--- src/rtl/cache_pkg.sv ---
//----------------------------------------------------------------------------
// Cache geometry
// Word width, address field split and the matching field types for the
// 2-way set-associative L1 cache
//----------------------------------------------------------------------------
package cache_pkg;

    localparam int DATA_WIDTH   = 32;
    localparam int OFFSET_WIDTH = 2;   // Byte offset within a word
    localparam int SET_WIDTH    = 5;   // 32 sets
    localparam int TAG_WIDTH    = DATA_WIDTH - SET_WIDTH - OFFSET_WIDTH;
    localparam int WAYS         = 2;

    // Data word, also used for full byte addresses
    typedef logic [DATA_WIDTH-1:0] word_t;

    typedef logic [SET_WIDTH-1:0] set_t;   // Set index field
    typedef logic [TAG_WIDTH-1:0] tag_t;   // Tag field, upper address bits

endpackage

--- src/rtl/l1_cache_2way.sv ---
//----------------------------------------------------------------------------
// L1 cache array, 2-way set-associative, one word per block
// Combinational lookup with hit, dirty-evict and victim outputs; the
// arrays are written on load (miss fill) or store strobes
//----------------------------------------------------------------------------
module l1_cache_2way (
    input  logic             clk,
    input  logic             arst_n,
    input  cache_pkg::word_t lookup_addr,
    input  logic             cache_load,    // Fill on miss, LRU touch on hit
    input  logic             cache_store,   // Write store_data, mark dirty
    input  cache_pkg::word_t store_data,
    input  cache_pkg::word_t ram_fill,
    output logic             hit,
    output logic             evict,         // Victim is valid and dirty
    output cache_pkg::word_t victim_addr,
    output cache_pkg::word_t dout
);

    // State that must be known after reset
    logic valid_q [2**cache_pkg::SET_WIDTH][cache_pkg::WAYS];
    logic lru_q   [2**cache_pkg::SET_WIDTH];    // Way used last in each set

    // Plain storage arrays
    logic             dirty_mem [2**cache_pkg::SET_WIDTH][cache_pkg::WAYS];
    cache_pkg::tag_t  tag_mem   [2**cache_pkg::SET_WIDTH][cache_pkg::WAYS];
    cache_pkg::word_t data_mem  [2**cache_pkg::SET_WIDTH][cache_pkg::WAYS];

    // Lookup signals
    cache_pkg::set_t  set_idx;
    cache_pkg::tag_t  tag_in;
    logic             tag_match;
    logic             way;          // Matching way, else LRU victim
    logic             way_valid;
    logic             way_dirty;
    cache_pkg::word_t din;
    logic             write_en;

    always_comb begin
        // Address fields
        set_idx = lookup_addr[cache_pkg::OFFSET_WIDTH +: cache_pkg::SET_WIDTH];
        tag_in  = lookup_addr[cache_pkg::DATA_WIDTH-1 -: cache_pkg::TAG_WIDTH];

        // Way 0 is compared first
        if (tag_mem[set_idx][0] == tag_in) begin
            tag_match = 1'b1;
            way       = 1'b0;
        end else if (tag_mem[set_idx][1] == tag_in) begin
            tag_match = 1'b1;
            way       = 1'b1;
        end else begin
            tag_match = 1'b0;
            way       = !lru_q[set_idx];    // Not the way used last
        end

        way_valid = valid_q[set_idx][way];
        way_dirty = dirty_mem[set_idx][way];

        // A tag match on an invalid line still misses
        hit   = tag_match && way_valid;
        evict = !tag_match && way_valid && way_dirty;   // Controller decides use

        // Rebuild the victim byte address from its tag and this set
        victim_addr = {tag_mem[set_idx][way], set_idx, {cache_pkg::OFFSET_WIDTH{1'b0}}};
        dout        = data_mem[set_idx][way];

        din      = cache_store ? store_data : ram_fill;
        write_en = cache_store || (cache_load && !hit);  // Load hit writes nothing
    end

    // Valid and LRU bits, cleared on reset
    always_ff @(posedge clk or negedge arst_n) begin
        if (!arst_n) begin
            for (int s = 0; s < 2**cache_pkg::SET_WIDTH; s++) begin
                lru_q[s] <= 1'b0;
                for (int w = 0; w < cache_pkg::WAYS; w++) begin
                    valid_q[s][w] <= 1'b0;
                end
            end
        end else begin
            if (write_en) begin
                valid_q[set_idx][way] <= 1'b1;
            end
            if (cache_load || cache_store) begin
                lru_q[set_idx] <= way;      // Record way just used
            end
        end
    end

    // Tag, dirty and data storage
    always_ff @(posedge clk) begin
        if (write_en) begin
            tag_mem[set_idx][way]   <= tag_in;
            dirty_mem[set_idx][way] <= cache_store;   // Fills come in clean
            data_mem[set_idx][way]  <= din;
        end
    end

endmodule

--- config.mk ---
export PLATFORM = sky130hd
export DESIGN_NAME = l1_cache_2way
export DESIGN_NICKNAME = d
export VERILOG_FILES = /design/src/rtl/cache_pkg.sv /design/src/rtl/l1_cache_2way.sv
export SDC_FILE = /design/constraint.sdc
export NUM_CORES = 2
export LEC_CHECK = 0
export BUFFER_PORTS_ARGS = -buffer_cell sky130_fd_sc_hd__buf_2
export CORE_MARGIN = 5
export CORE_UTILIZATION = 45
export DETAILED_ROUTE_END_ITERATION = 7
export PLACE_DENSITY = 0.57
export SYNTH_ARGS = -nofsm -noshare
export SYNTH_HDL_FRONTEND = slang
export SYNTH_SLANG_ARGS = --single-unit
--- constraint.sdc ---
create_clock -name clk -period 11.7 [get_ports clk]
set_clock_uncertainty 0.2 [all_clocks]
set_input_delay 0 -clock clk [delete_from_list [all_inputs] [get_ports clk]]
set_output_delay 0 -clock clk [all_outputs]
set_load 0.05 [all_outputs]
==> results.tsv <==
metric	value	unit
r2r_start	tag_mem[31][3]	
startpoint_type	input port	
crit_chain	dlygate4sd3_1 > buf_2 > buf_4 > nand4bb_4 > buf_4 > o22ai_1 > nor4_1 > a21oi_1 > or4_1 > nor4_1 > and4_1 > o211ai_1 > buf_4 > buf_4 > nor2_4 > buf_4 > buf_4	
grt_first_pass_wirelength	603.4	mm
dp_hpwl	216.8	mm
relSlewSlack	0.1686	
period_needed	8062	ps
power_leakage	54.41	nW
post_drt_wl_per_cell	36.58	um
status	completed	
antenna_found_initial	20	
r2r_end	tag_mem[16][23]	
seq_area	113900	um^2
insertion_delay	950	ps
worstMarginPinSlew	1236	ps
fin_tns_setup	0	ps
port_buffers	161	
cts_setup_buffers	0	
drive_above_1_share	0.2328	
ios	166	
clockBufferDepth	4	
ff2ff_setup_slack	4380	ps
hold_violations	0	
hold_depth	4	
grt_max_degree	125	
critical_path_required	12040	ps
coreArea	321700	um^2
fmax	124.0	MHz
synthTopCellsByCount	edfxtp_1, mux2i_1, mux4_2	
hp-start	ram_fill[29]	
setup_violations	0	
end_kind	register	
yosysTopAreaCell	edfxtp_1	
postRouteAntennaNets	0	
initialDrtViolationCount	9646	
root_buffer	clkbuf_16	
dieHeight	578.8	um
num_rows	208	
hold_slack	62.84	ps
drv_slew	0	
clkPwrFrac	0.408	
reg2reg_depth	13	
seqPwrFrac	0.517	
initial_core_util	0.4526	
postSynthAreaPerCell	21.15	um^2
cts_buffers	387	
gr-total-overflow	0	
slowest_delay	820	ps
synth.top_cell.area_share	0.7657	
grt_usage	0.2581	
drc	0	
switching_share	0.2289	
peakVddDrop	130.7	uV
utilization	0.5185	
gp_congestion	0.7858	
crit_slowest_cell	buf_4	
yosysMostFrequentCell	edfxtp_1	
vias	75590	
clkTransAtPathRegs	60	ps
ys_seq_area_frac	0.7822	
power.density	178.0	nW/um^2
yosys_register_bits	3808	
clock_sinks	3808	
finalCritPeriodShare	0.6891	
syn_to_final_growth	14.56	%
cts_tree	built	
post_synth_num_cell_types	44	
path_max_fanout	45	
fp.dieArea	335000	um^2
p_int	0.02289	W
p_switching	0.006794	W
grt_pass1_vias	74450	
path_class	in2reg	
routed_wl	440.1	mm
cap_violations	0	
multi_input_area	30360	um^2
hp-class	in2reg	
power_frac_comb	0.075	
grt_setup_unrepaired	false	
synth-edff-count	3712	
path_common_cell	buf_4	
synth_top_flop_cell	edfxtp_1	
hold_path_end	data_mem[20][29]	
synth_area_leaders	edfxtp_1, mux4_2, mux2i_1	
final.fill_count	25290	
viasPerCell	6.283	
async_flop_share	0.02521	
syn_area	145600	um^2
drtPass1Iterations	6	
htreeDepth	5	
arrival	8410	ps
nNetsFinal	7512	
ys_warn_count	0	
syn-instance-count	6884	
die_x	578.8	um
-- cell families (layout without fill, tap and decap cells) --
family          Yosys count  in the layout  share of synthesized area
compound gates          764            764                    0.03651
buf+inv                 435           1275                    0.01356
flops                  3808           3808                     0.7822
mux                    1442           1442                     0.1504
simple gates            420            420                    0.01652
xor+xnor                 14             14                  0.0008423
other cells               1              4                 0.00002576
-- metrics by stage --
stage	worst slack [ps]	total power, W	cells	instance area, um^2
global route	3541	0.03053	12030	166800
floorplan	3792	0.01696	6885	145600
detailed placement	3051	0.01779	11190	152700
finish	3638	0.02968	12030	166800
CTS	3701	0.02985	12030	166800
global placement	3040	0.01774	11190	152700
-- sequential cells by signal (all words and copies together), names as in the netlist --
register,count
lru_q,32
data_mem,2048
tag_mem,1600
dirty_mem,64
valid_q,64
-- timing repair --
| item | 4_1_cts | 5_1_grt |
|---|---|---|
| endpoints found under the hold margin | 3882 | 0 |
| hold buffers | 138 | 0 |
| gates resized for setup | 0 | 0 |
-- layer usage --
| layer | global-route usage | wire, um |
|---|---|---|
| met2 | 0.4294 | 217100 |
| met4 | 0.07014 | 12650 |
| met3 | 0.02964 | 31880 |
| met5 | 0 | 0 |
| met1 | 0.3656 | 178500 |
-- area by class of cell --
cell class | instances | share of cell area
clock inverter | 218 | 0.01239
sequential | 3808 | 0.6828
tap | 4305 | 0.03230
inverter | 33 | 0.0007427
timing repair buffer | 540 | 0.02837
antenna | 2 | 0.00003001
multi-input combinational | 2642 | 0.1820
clock buffer | 484 | 0.06138
-- worst max-delay path by stage --
stage,slack (ps),endpoint,cells past startpoint,startpoint
floorplan,3790,data_mem[0][32],17,lookup_addr[3]
global placement,3040,data_mem[17][5],15,lookup_addr[3]
detailed placement,3050,data_mem[17][5],15,lookup_addr[3]
CTS,3700,data_mem[17][14],17,lookup_addr[4]
global route,3540,data_mem[17][12],18,lookup_addr[5]
finish,3640,tag_mem[16][23],17,lookup_addr[4]
-- power by group through the flow --
| stage | Sequential (W) | Combinational (W) | Clock [W] |
|---|---|---|---|
| 6_report | 0.0153 | 0.00222 | 0.0121 |
| 5_1_grt | 0.0153 | 0.00232 | 0.0129 |
| 4_1_cts | 0.0153 | 0.00223 | 0.0123 |
| 3_5_place_dp | 0.0156 | 0.00216 | 0 |
| 3_3_place_gp | 0.0156 | 0.00213 | 0 |
| 2_1_floorplan | 0.0156 | 0.00134 | 0 |
-- critical path, delay by kind of cell --
family          cells  cell delay [ps]
buf+inv             8             3960
compound gates      3              670
simple gates        6             3500
-- cell usage in the layout, fill, tap and decap left out, types with 33 or more instances in the layout --
cell type	count
nor3_2	33
buf_4	214
dfrtp_1	96
mux2i_1	736
a21oi_1	36
a22oi_1	276
clkinv_1	74
edfxtp_1	3712
nor4_1	108
and3_1	36
nand4_1	72
mux4_2	584
inv_1	33
mux2_2	119
clkbuf_16	393
clkbuf_1	85
clkinv_2	81
buf_2	157
dlygate4sd3_1	112
nand2_1	82
buf_12	45
o22ai_1	384
(Power assumes the default switching activity.)
