<file path="src/rtl/cache_pkg.sv">
//----------------------------------------------------------------------------
// Cache geometry
// Word width, address field split and the matching field types for the
// 2-way set-associative L1 cache
//----------------------------------------------------------------------------
package cache_pkg;

    localparam int DATA_WIDTH   = 32;
    localparam int OFFSET_WIDTH = 2;   // Byte offset within a word
    localparam int SET_WIDTH    = 5;   // 32 sets
    localparam int TAG_WIDTH    = DATA_WIDTH - SET_WIDTH - OFFSET_WIDTH;
    localparam int WAYS         = 2;

    // Data word, also used for full byte addresses
    typedef logic [DATA_WIDTH-1:0] word_t;

    typedef logic [SET_WIDTH-1:0] set_t;   // Set index field
    typedef logic [TAG_WIDTH-1:0] tag_t;   // Tag field, upper address bits

endpackage

</file>
<file path="src/rtl/mem_pkg.sv">
//----------------------------------------------------------------------------
// Backing RAM geometry
// Depth and word address type of the RAM behind the cache
//----------------------------------------------------------------------------
package mem_pkg;

    localparam int RAM_ADDR_WIDTH = 8;
    localparam int RAM_WORDS      = 2**RAM_ADDR_WIDTH;   // 256 words

    // Word address, byte address bits 9:2; higher bits alias
    typedef logic [RAM_ADDR_WIDTH-1:0] ram_addr_t;

endpackage

</file>
<file path="src/rtl/cache_ctrl.sv">
//----------------------------------------------------------------------------
// Cache controller
// Sequences one load or store at a time through lookup, write-back of a
// dirty victim, refill from RAM and completion with a done pulse
//----------------------------------------------------------------------------
module cache_ctrl (
    input  logic               clk,
    input  logic               arst_n,
    // Client side
    input  logic               req_load,
    input  logic               req_store,
    input  cache_pkg::word_t   req_addr,
    input  cache_pkg::word_t   req_wdata,
    output logic               busy,
    output logic               done,
    output logic               done_hit,
    output cache_pkg::word_t   rdata,
    // Cache side
    output cache_pkg::word_t   lookup_addr,
    output cache_pkg::word_t   store_data,
    output cache_pkg::word_t   ram_fill,
    output logic               cache_load,
    output logic               cache_store,
    input  logic               hit,
    input  logic               evict,
    input  cache_pkg::word_t   victim_addr,
    input  cache_pkg::word_t   cache_dout,
    // RAM side
    output logic               ram_we,
    output logic               ram_re,
    output mem_pkg::ram_addr_t ram_addr,
    output cache_pkg::word_t   ram_wdata,
    input  cache_pkg::word_t   ram_rdata
);

    typedef enum logic [1:0] {
        IDLE,
        LOOKUP,     // Hit check, store commit, write-back
        READ,       // RAM read for a load miss
        FILL        // Refill line with RAM data
    } state_t;

    state_t           state_q;
    logic             op_load_q;    // Held request is a load
    cache_pkg::word_t addr_q;
    cache_pkg::word_t wdata_q;
    logic             load_hit;

    assign load_hit = (state_q == LOOKUP) && op_load_q && hit;

    // FSM and the done framing
    always_ff @(posedge clk or negedge arst_n) begin
        if (!arst_n) begin
            state_q   <= IDLE;
            op_load_q <= 1'b0;
            done      <= 1'b0;
            done_hit  <= 1'b0;
        end else begin
            done <= 1'b0;   // Single-cycle pulse
            case (state_q)
                IDLE: begin
                    if (req_load || req_store) begin
                        op_load_q <= req_load;
                        state_q   <= LOOKUP;
                    end
                end
                LOOKUP: begin
                    done_hit <= hit;
                    if (op_load_q && !hit) begin
                        state_q <= READ;    // Write-back (if any) happens now
                    end else begin
                        state_q <= IDLE;
                        done    <= 1'b1;
                    end
                end
                READ: state_q <= FILL;
                FILL: begin
                    state_q <= IDLE;
                    done    <= 1'b1;
                end
                default: state_q <= IDLE;
            endcase
        end
    end

    // Request and load data registers
    always_ff @(posedge clk) begin
        if (state_q == IDLE && (req_load || req_store)) begin
            addr_q  <= req_addr;
            wdata_q <= req_wdata;
        end
        if (load_hit) begin
            rdata <= cache_dout;
        end else if (state_q == FILL) begin
            rdata <= ram_rdata;     // Same word that goes into the line
        end
    end

    assign busy = (state_q != IDLE);   // Falls with the edge that raises done

    // Cache strobes and data
    assign lookup_addr = addr_q;
    assign store_data  = wdata_q;
    assign ram_fill    = ram_rdata;
    assign cache_store = (state_q == LOOKUP) && !op_load_q;
    assign cache_load  = load_hit || (state_q == FILL);  // Hit only updates LRU

    // RAM port, write-back only from LOOKUP
    assign ram_we    = (state_q == LOOKUP) && evict;
    assign ram_re    = (state_q == READ);
    assign ram_wdata = cache_dout;      // Victim data on a miss
    assign ram_addr  = (state_q == LOOKUP) ?
                       victim_addr[cache_pkg::OFFSET_WIDTH +: mem_pkg::RAM_ADDR_WIDTH] :
                       addr_q[cache_pkg::OFFSET_WIDTH +: mem_pkg::RAM_ADDR_WIDTH];

endmodule

</file>
<file path="config.mk">
export PLATFORM = sky130hd
export DESIGN_NAME = cache_ctrl
export DESIGN_NICKNAME = d
export VERILOG_FILES = /design/src/rtl/cache_pkg.sv /design/src/rtl/mem_pkg.sv /design/src/rtl/cache_ctrl.sv
export SDC_FILE = /design/constraint.sdc
export NUM_CORES = 1
export LEC_CHECK = 0
export ABC_CLOCK_PERIOD_IN_PS = 11750
export BUFFER_PORTS_ARGS = -buffer_cell sky130_fd_sc_hd__buf_2
export CORE_AREA = 3 3 131 133
export CTS_CLUSTER_DIAMETER = 40
export DETAILED_ROUTE_END_ITERATION = 10
export DIE_AREA = 0 0 134 136
export GPL_TIMING_DRIVEN = 0
export PLACE_DENSITY = 0.64
export SLEW_MARGIN = 20
export SYNTH_ARGS = -nofsm -noshare
export SYNTH_HDL_FRONTEND = slang
export SYNTH_SLANG_ARGS = --single-unit
</file>
<file path="constraint.sdc">
create_clock -name clk -period 11.75 [get_ports clk]
set_input_delay 2.35 -clock clk [delete_from_list [all_inputs] [get_ports clk]]
set_output_delay 2.35 -clock clk [all_outputs]
set_load 0.02 [all_outputs]
</file>
==> run metrics, run 1 <==
FMAX approximately 180 MHz; remaining global-route overflow 0; Initial DRC Count 73; Core Footprint approximately 16000 sq um; mapped cell area between 4000 and 5000 sq um; Worst Path Max Fanout 24; Critical Path RT roughly 9.4 ns; pin count of the biggest net entering global routing 32; Clk Latency, worst-skew pair between 0.3 and 0.4 ns; via/cell ratio 3.88; Worst R2R Path Depth 5; root buffer cell clkbuf_16; hold path start done_hit; Startpoint Class input pin; layout cells sized above 1 about 79%; Netlist cell types 20; Post-CTS Hold Fix Bufs 0; die area roughly 18000 sq um; vias in the first global route roughly 3200; Initial Util a little over a quarter; Inserted Clock Buffers 9; First-pass DRT Iterations 4; ANT nets after route 0; top cells by area, synth edfxtp_1 68%, buf_4 11%, mux2_4 11%; clk sinks 101; Yosys reg bits slightly above 100; crit path kind input pin to output pin; area grow syn2layout 52.7%; pwr dens approximately 210 nW/um^2; vias 3035; Leak just over 3 nW; Tightest Hold Check Type flip-flop to flip-flop; FP Rows between 40 and 50; Final setup viols 0; RSZ-0062 raised after global routing false; Die W 134 microns; Setup TNS Final 0 ns; Reg2Reg Setup Slack 9.87 ns; yosys warns 0; Placer Congestion 0.848; nets@finish about 730; Seq/Total Area, Yosys a little under three quarters; Post-Synthesis Cells about 230; first-pass GRT wire length between 15000 and 20000 microns; filler cell count roughly 1500; outcome complete, no violations; Worst Tran Pin Value between 0.3 and 0.4 ns; Avg Cell Area, Syn roughly 18 sq um; Setup Skew between 0.005 and 0.006 ns; post_cts resized 0; largest vdd supply drop 0.0828 mV; WL per Instance between 10 and 15 microns; DRT Wirelength between 10000 and 15000 microns; Final min period approximately 5.7 ns; antenna diode count 0; Tot Pwr roughly 1.4 mW; Post-CTS Repair Setup Buffers 0; antenna violations before repair 0; die height 136 microns; crit path to cache_load; dpl hpwl 9840 microns; max-cap violations 0; H-tree Lvls 3; Synth area leader edfxtp_1; crit end category output pin; CTS tree done; CTS clk-pin slew, worst paths 0.07 ns; Slew HR 76.8%; final hold violations 0; capturing point of the worst reg2reg path store_data[15]; clk buf depth 2; Worst setup startpoint hit; Synthesized Nets 398; Final Max Slew Viols 0; I/O Buffers 316; global router's overall resource usage a little under an eighth; Synth top area share about two thirds; Tcrit/Tclk final between 40% and 50%; # IOs between 300 and 400; DRC 0; crit path DAT roughly 3.3 ns
[cell families (layout without fill, tap and decap cells)]
family	count (synthesis)	after routing	synth area share, %
flops	101	101	70.9
buf+inv	72	407	12.7
mux	41	41	13.5
simple gates	14	14	2.24
compound gates	4	4	0.620
[critical path, cell delays in order]
cell	delay, ns
buf_2	0.13
a21oi_1	0.11
nor2b_4	0.33
buf_16	0.22
buf_2	0.19
[through the flow]
step | instances | util [%] | hold slack, ns | area [sq um] | setup WS (ns)
2_1_floorplan | 232 | - | 0.568 | 4240 | 5.28
3_3_place_gp | 764 | 38.2 | 0.489 | 6090 | 4.31
3_5_place_dp | 767 | 38.7 | 0.498 | 6170 | 6.04
4_1_cts | 783 | 40.6 | 0.515 | 6470 | 6.04
5_1_grt | 783 | 40.6 | 0.540 | 6470 | 5.98
6_report | 783 | 40.6 | 0.512 | 6470 | 6.07
[cells in the mapped netlist (all sizes together)]
library cell,instances
o22ai,1
mux2,41
a21oi,1
or2,1
dfrtp,5
nand2b,2
buf,70
o21a,1
nor2,4
inv,2
nor3,1
nor3b,1
nand4b,1
o21bai,1
nor2b,3
and2,1
edfxtp,96
[cell usage in the layout, fill, tap and decap left out, types with 2 or more instances in the layout]
cell type	count
clkinvlp_4	2
nor2_1	3
buf_12	2
nand2b_1	2
buf_6	3
clkbuf_16	9
dfrtp_1	5
buf_2	319
mux2_4	30
edfxtp_1	96
nor2b_1	2
inv_1	2
mux2_2	11
buf_4	64
[registers in the layout, summed over array words and instances, names as in the netlist, named ones only]
name	flops
done	1
store_data	32
rdata	32
lookup_addr	32
op_load_q	1
done_hit	1
state_q	1
[worst min-delay path by stage]
stage	end	slack, ns	cells after the start
after floorplan	state_q[0]	0.57	2
after global placement	done_hit	0.49	1
final	done_hit	0.51	1
after detailed placement	done_hit	0.50	1
after global routing	done_hit	0.54	1
after CTS	done_hit	0.51	1
[layout make-up]
type | instances | area, sq um | area share (%)
Buffer | 70 | 529 | 8.18
Clock buffer | 10 | 229 | 3.54
Clock inverter | 6 | 70.1 | 1.08
Inverter | 2 | 7.51 | 0.116
Multi-Input combinational cell | 59 | 711 | 11.0
Sequential cell | 101 | 3010 | 46.5
Tap cell | 216 | 270 | 4.17
Timing Repair Buffer | 319 | 1650 | 25.5
[power by group]
group          internal [mW]  leakage [nW]  total (mW)  switching (mW)
logic                  0.198          2.01       0.517           0.318
clock network          0.167         0.141       0.294           0.127
registers              0.526         0.967       0.552          0.0266
[layer usage]
metal	GRT usage, %	vias to the layer above	part of all wire [%]
li1	-	1443	-
met2	23.3	211	54
met1	11.3	1375	34
met3	4.48	6	11
met4	3.26	0	0.98
met5	0	-	0
No activity file was read; power rests on OpenSTA's default activity.
==> run 2: changes to the inputs <==
Settings changed: ABC_AREA set to 1, ABC_CLOCK_PERIOD_IN_PS 11750 to 5400, CORE_AREA 3 3 131 133 to 3 3 130 132, DIE_AREA 0 0 134 136 to 0 0 133 135, PLACE_DENSITY 0.64 to 0.65.
Clock period 11.75 ns to 5.4 ns, I/O delays scaled along.
==> run metrics, run 2 <==
Synthesized Nets 494 (+24%); crit path DAT 2.16 ns (-1.17 ns); ys async rst share 4.95% (unchanged); Core Footprint 15800 sq um (-0.72%); Synth area leader edfxtp_1; ANT nets after route 0 (unchanged); Comb power frac 39.6% (+1.7 points); crit end category output pin; layout cells sized above 1 62.8% (-16 points); mux share of post-synthesis cell area 0% (-14 points); stages on the worst setup path 5 (unchanged); top cells by area, synth edfxtp_1 67%, buf_4 11%, nand2_1 8.2%; final hold violations 0 (unchanged); die height 135 microns (-0.74%); Final Max Slew Viols 0 (unchanged); Seq/Total Area, Yosys 70.0% (-0.89 points); dpl hpwl 10600 microns (+8.0%); Avg Cell Area, Syn 13.1 sq um (-28%); most frequent cell after synthesis edfxtp_1; area grow syn2layout 51.5%; Final setup viols 0 (unchanged); Post-Synth Simple-Gate Area 14.3% (+12 points); Synth Area in XOR/XNOR 0% (unchanged); largest vdd supply drop 0.379 mV (+360%); clk buf depth 2 (unchanged); Clk pwr share 21.1% (-0.5 points); RSZ-0062 raised after global routing false; Setup TNS Final 0 ns (unchanged); pwr dens 475 nW/um^2 (+130%); post_cts resized 0 (unchanged); pin count of the biggest net entering global routing 61 (+91%); crit-path cells buf_2, nand4_4, buf_6, o21ai_4, buf_2; Post-CTS Hold Fix Bufs 0 (unchanged); crit path kind input pin to output pin; Reg2Reg Setup Slack 3.63 ns (-6.24 ns); Top delay family on crit path buffers and inverters; vias 3550 (+17%); Synth top area share 67.1% (-0.85 points); Leak 3.19 nW (+2.3%); most frequent CP cell buf_2; Synth Flop Type edfxtp_1; sw frac 38.4% (+3.8 points); Worst Tran Pin Value 0.644 ns (+0.297 ns); antenna violations before repair 0 (unchanged); internal portion of total power 1.90 mW (+110%); via/cell ratio 4.05 (+4.4%); Post-synth EDFFs 96 (unchanged); Tcrit/Tclk final approximately 60%; first-pass GRT wire length 19300 microns (+18%); hold path depth 2 (+1); outcome complete, no violations; die area 18000 sq um (-1.5%); CTS tree done; Synth Area in Compound Gates 0.641% (+0.021 points); CP bufs+invs 3 (unchanged); worst hold path endpoint done_hit; sequential power share 39.3% (-1.2 points); Slew HR 57.0% (-20 points); Post-Synthesis Cells 328 (+41%); FMAX around 310 MHz; CTS clk-pin slew, worst paths 0.07 ns (about the same); Post-CTS Repair Setup Buffers 0 (unchanged); Yosys reg bits 101 (unchanged); Final min period ~3.2 ns; hold path start done_hit; Synth Area in Adders 0% (unchanged); Clk Latency, worst-skew pair 0.34 ns (about the same); most frequent cells in the layout 316 x buf_2, 96 x edfxtp_1, 94 x nand2_1; filler cell count 1529 (+1.2%); max-cap violations 0 (unchanged); # IOs 341 (unchanged); root buffer cell clkbuf_16; H-tree Lvls 3 (unchanged); yosys warns 0 (unchanged); Worst Path Max Fanout 12 (-50%); Critical Path RT 4.32 ns (-5.08 ns); sw power 1.19 mW (+150%); vias in the first global route 3417 (+7.5%); FP Rows 46 (unchanged); global router's overall resource usage 14.1% (+2.3 points); Startpoint Class input pin; DRT Wirelength 13400 microns (+15%); largest family of logic cells by synthesized area buffers and inverters; Tightest Hold Check Type flip-flop to flip-flop; Max stage delay cell, worst path buf_2; Placer Congestion 0.832 (-1.9%); Setup Skew 0.00357 ns (-0.00146 ns); DRC 0 (unchanged); Inserted Clock Buffers 9 (unchanged); capturing point of the worst reg2reg path rdata[23]; Final Non-Filler Cells 877 (+12%); mapped cell area 4290 sq um (+1.3%); Worst R2R Path Depth 5 (unchanged); commonest non-fill, non-tap cell in the layout buf_2; clk sinks 101 (unchanged); Die W 133 microns (-0.75%); remaining global-route overflow 0 (unchanged); synth cell count leaders 96 x edfxtp_1, 94 x nand2_1, 65 x buf_4; Netlist cell types 17 (-15%); Initial Util 27.1% (+0.53 points); First-pass DRT Iterations 4 (unchanged); placed instance count 861 (+12%); Initial DRC Count 180 (+150%); nets@finish 822 (+13%); WL per Instance 15.2 microns (+2.9%); CP peak stage delay 0.27 ns (-0.06 ns); antenna diode count 0 (unchanged); I/O Buffers 315 (-0.32%)
## run 2: cell types whose count changed after synthesis, moves of 3 or more
| cell | change |
|---|---|
| mux2_4 | -30 |
| nor2_1 | -3 |
| clkbuf_1 | +6 |
| o21ai_1 | +3 |
| nor2b_1 | -3 |
| nand2_1 | +94 |
| nand4_1 | +32 |
| buf_6 | +5 |
| mux2_2 | -11 |
| inv_2 | +3 |
| inv_1 | +5 |
## run 2: cells by family after synthesis
kind of cell    after synthesis
flops                       101
simple gates                132
buf+inv                      90
compound gates                5
## run 2: per-stage QoR
step / worst slack, ns / utilization (%) / power, mW / cell area (sq um) / hold slack, ns
2_1_floorplan: 1.59 / - / 1.98 / 4290 / 0.509
3_3_place_gp: 0.461 / 38.8 / 2.44 / 6140 / 0.477
3_5_place_dp: 2.12 / 39.2 / 2.48 / 6210 / 0.489
4_1_cts: 2.12 / 41.1 / 3.15 / 6510 / 0.509
5_1_grt: 2.05 / 41.1 / 3.26 / 6510 / 0.529
6_report: 2.16 / 41.1 / 3.09 / 6510 / 0.504
## run 2: worst max path at each step
stage,startpoint,end
final,hit,cache_load
after global routing,hit,cache_load
after CTS,hit,cache_load
after detailed placement,hit,cache_load
after global placement,hit,cache_load
after floorplan,hit,cache_load
## run 2: routing by layer
layer  routed length, microns  part of all wire, %  GRT usage [%]
met5                        0                    0              0
met4                      263                  2.0           4.97
met3                      770                  5.8           3.73
met2                     7170                   54           25.0
met1                     5160                   39           16.5
## run 2: area by class of cell
type,instances,area [sq um],area share (%)
flip-flops and latches,101,3010,46.2
repair buffers,317,1630,25.1
multi-input cells,137,654,10.1
plain buffers,80,606,9.31
well taps,216,270,4.15
clock buffers,10,229,3.52
clock inverters,6,68.8,1.06
inverters,10,40.0,0.615
## run 2: worst reg2reg max path, cell delays in order (launching register included)
cell and delay [ns]:
dfrtp_1 0.47, inv_2 0.16, nand4_4 0.16, buf_6 0.21, o21ai_4 0.22, buf_16 0.24
## run 2: power by group through the flow
stage	registers (mW)	logic, mW	clock network [mW]
after floorplan	1.52	0.458	0
after global placement	1.25	1.20	0
after detailed placement	1.23	1.24	0
after CTS	1.22	1.25	0.681
after global routing	1.23	1.31	0.709
final	1.21	1.22	0.653
==> run 3: changes to the inputs <==
Settings changed: ABC_CLOCK_PERIOD_IN_PS 5400 to 2600, CORE_AREA 3 3 130 132 to 3 3 131 133, DIE_AREA 0 0 133 135 to 0 0 134 136, PLACE_DENSITY 0.65 to 0.67.
Clock period 5.4 ns to 2.6 ns, I/O delays scaled along.
==> run metrics, run 3 (synthesis results as in run 2) <==
vias in the first global route 3489 (+2.1%); final worst slack 0.294 ns (-1.86 ns); Tightest Hold Check Type input pin to flip-flop; ANT nets after route 0 (unchanged); Inserted Clock Buffers 9 (unchanged); crit end category output pin; DRC 0 (unchanged); outcome complete, no violations; CTS tree done; Setup Skew 0.00634 ns (+0.00276 ns); antenna diode count 0 (unchanged); Clk pwr share 22.5% (+1.4 points); Placer Congestion 0.758 (-8.9%); Comb power frac 38.8% (-0.8 points); Tcrit/Tclk final 88.7%; pwr dens 994 nW/um^2 (+110%); internal portion of total power 4.06 mW (+110%); clk sinks 101 (unchanged); root buffer cell clkbuf_16; final hold violations 0 (unchanged); WL per Instance 14.8 microns (-2.7%); Worst Path Max Fanout 16 (+4); max-cap violations 0 (unchanged); RSZ-0062 raised after global routing false; Final Max Slew Viols 0 (unchanged); Final Non-Filler Cells 879 (+0.23%); Worst Tran Pin Value 0.561 ns (-0.0836 ns); DRT Wirelength 13000 microns (-2.4%); clk buf depth 2 (unchanged); crit-path cells inv_2, nand4_4, buf_6, o21ai_4, buf_16, buf_2; area grow syn2layout 52.7%; crit path kind flip-flop to output pin; FP Rows 46 (unchanged); Leak 3.21 nW (+0.68%); global router's overall resource usage 13.5% (-0.56 points); Tot Pwr 6.52 mW (+110%); First-pass DRT Iterations 4 (unchanged); Core Footprint 15900 sq um (+0.73%); vias 3581 (+0.87%); via/cell ratio 4.07 (+0.64%); remaining global-route overflow 0 (unchanged); # IOs 341 (unchanged); Final min period between 2 and 2.5 ns; sw frac 37.7% (-0.77 points); I/O Buffers 315 (unchanged); Initial Util 26.9% (-0.20 points); die area 18200 sq um (+1.5%); Clk Latency, worst-skew pair 0.34 ns (about the same); first-pass GRT wire length 18600 microns (-3.5%); dpl hpwl 10600 microns (+0.21%); sequential power share 38.7% (-0.6 points); CTS clk-pin slew, worst paths 0.07 ns (about the same); FMAX 434 MHz; Max stage delay cell, worst path dfrtp_1; worst slack, placed 0.217 ns (-1.91 ns); placed instance count 861 (unchanged); die height 136 microns (+0.74%); antenna violations before repair 0 (unchanged); layout cells sized above 1 62.9% (+0.11 points); Initial DRC Count 108 (-40%); sw power 2.46 mW (+110%); most frequent cells in the layout 316 x buf_2, 96 x edfxtp_1, 94 x nand2_1; Final setup viols 0 (unchanged); Critical Path RT 2.08 ns (-2.24 ns); crit path DAT 1.79 ns (-0.37 ns); largest vdd supply drop 0.378 mV (-0.12%); nets@finish 824 (+0.24%); Die W 134 microns (+0.75%); H-tree Lvls 3 (unchanged); CP peak stage delay 0.47 ns (+0.20 ns); Slew HR 62.6% (+5.6 points); Startpoint Class flip-flop; pin count of the biggest net entering global routing 61 (unchanged); commonest non-fill, non-tap cell in the layout buf_2
[run 3: cell types whose count changed in the layout (fill, tap and decap cells not counted)]
cell,previous run,this run
inv_6,2,0
inv_8,0,2
buf_4,65,66
bufinv_16,1,2
clkbuf_1,7,6
clkinv_2,1,0
clkinvlp_4,1,2
dlygate4sd3_1,0,1
[run 3: worst paths after layout]
path / start / endpoint / slack [ns] / depth (start not counted)
min reg2reg: done_hit / done_hit / 0.51 / 2
max in group asynchronous: arst_n / async pin / 1.93 / 2
min in group asynchronous: arst_n / op_load_q / 0.53 / 2
max reg2reg: flip-flop / rdata[11] / 0.91 / 5
min: req_wdata[18] / store_data[18] / 0.35 / 1
max: flip-flop / cache_load / 0.29 / 6
[run 3: per-stage QoR]
step	TNS (ns)	utilization, %	area [sq um]	hold WS [ns]
floorplan	0	-	4300	0.224
global placement	-25.28	38.5	6140	0.338
detailed placement	0	38.9	6210	0.342
CTS	0	41.1	6560	0.329
global route	0	41.1	6560	0.326
finish	0	41.1	6560	0.351
[run 3: power groups by stage]
stage / clock [mW] / combinational, mW / sequential (mW)
3_3_place_gp: 0 / 2.48 / 2.59
3_5_place_dp: 0 / 2.58 / 2.57
6_report: 1.47 / 2.53 / 2.53
2_1_floorplan: 0 / 0.956 / 3.16
4_1_cts: 1.53 / 2.59 / 2.54
5_1_grt: 1.60 / 2.74 / 2.57
[run 3: what timing repair did]
item                       4_1_cts  5_1_grt
gates resized for setup          0        0
buffers inserted                 1        0
hold buffers                     1        0
hold endpoints to repair         5        0
setup endpoints to repair        1        0
[run 3: layout make-up]
| class | count | area (sq um) |
|---|---|---|
| Tap cell | 216 | 270 |
| Inverter | 10 | 40.0 |
| Timing Repair Buffer | 319 | 1650 |
| Buffer | 80 | 606 |
| Clock buffer | 9 | 225 |
| Sequential cell | 101 | 3010 |
| Clock inverter | 7 | 106 |
| Fill cell | 1560 | 9380 |
| Multi-Input combinational cell | 137 | 654 |
[run 3: routing by layer]
layer	GRT usage, %	share of wire [%]	vias up
met5	0	0	-
met4	3.20	1.2	0
met3	4.92	11	13
met2	24.4	51	215
met1	15.3	37	1613
li1	-	-	1740
[run 3: critical path, delay by kind of cell, from the launching register on]
family | cells | cell delay [ns]
AO/OA/AOI/OAI | 1 | 0.08
buffers and inverters | 4 | 0.71
flip-flops | 1 | 0.47
AND/OR/NAND/NOR | 1 | 0.16
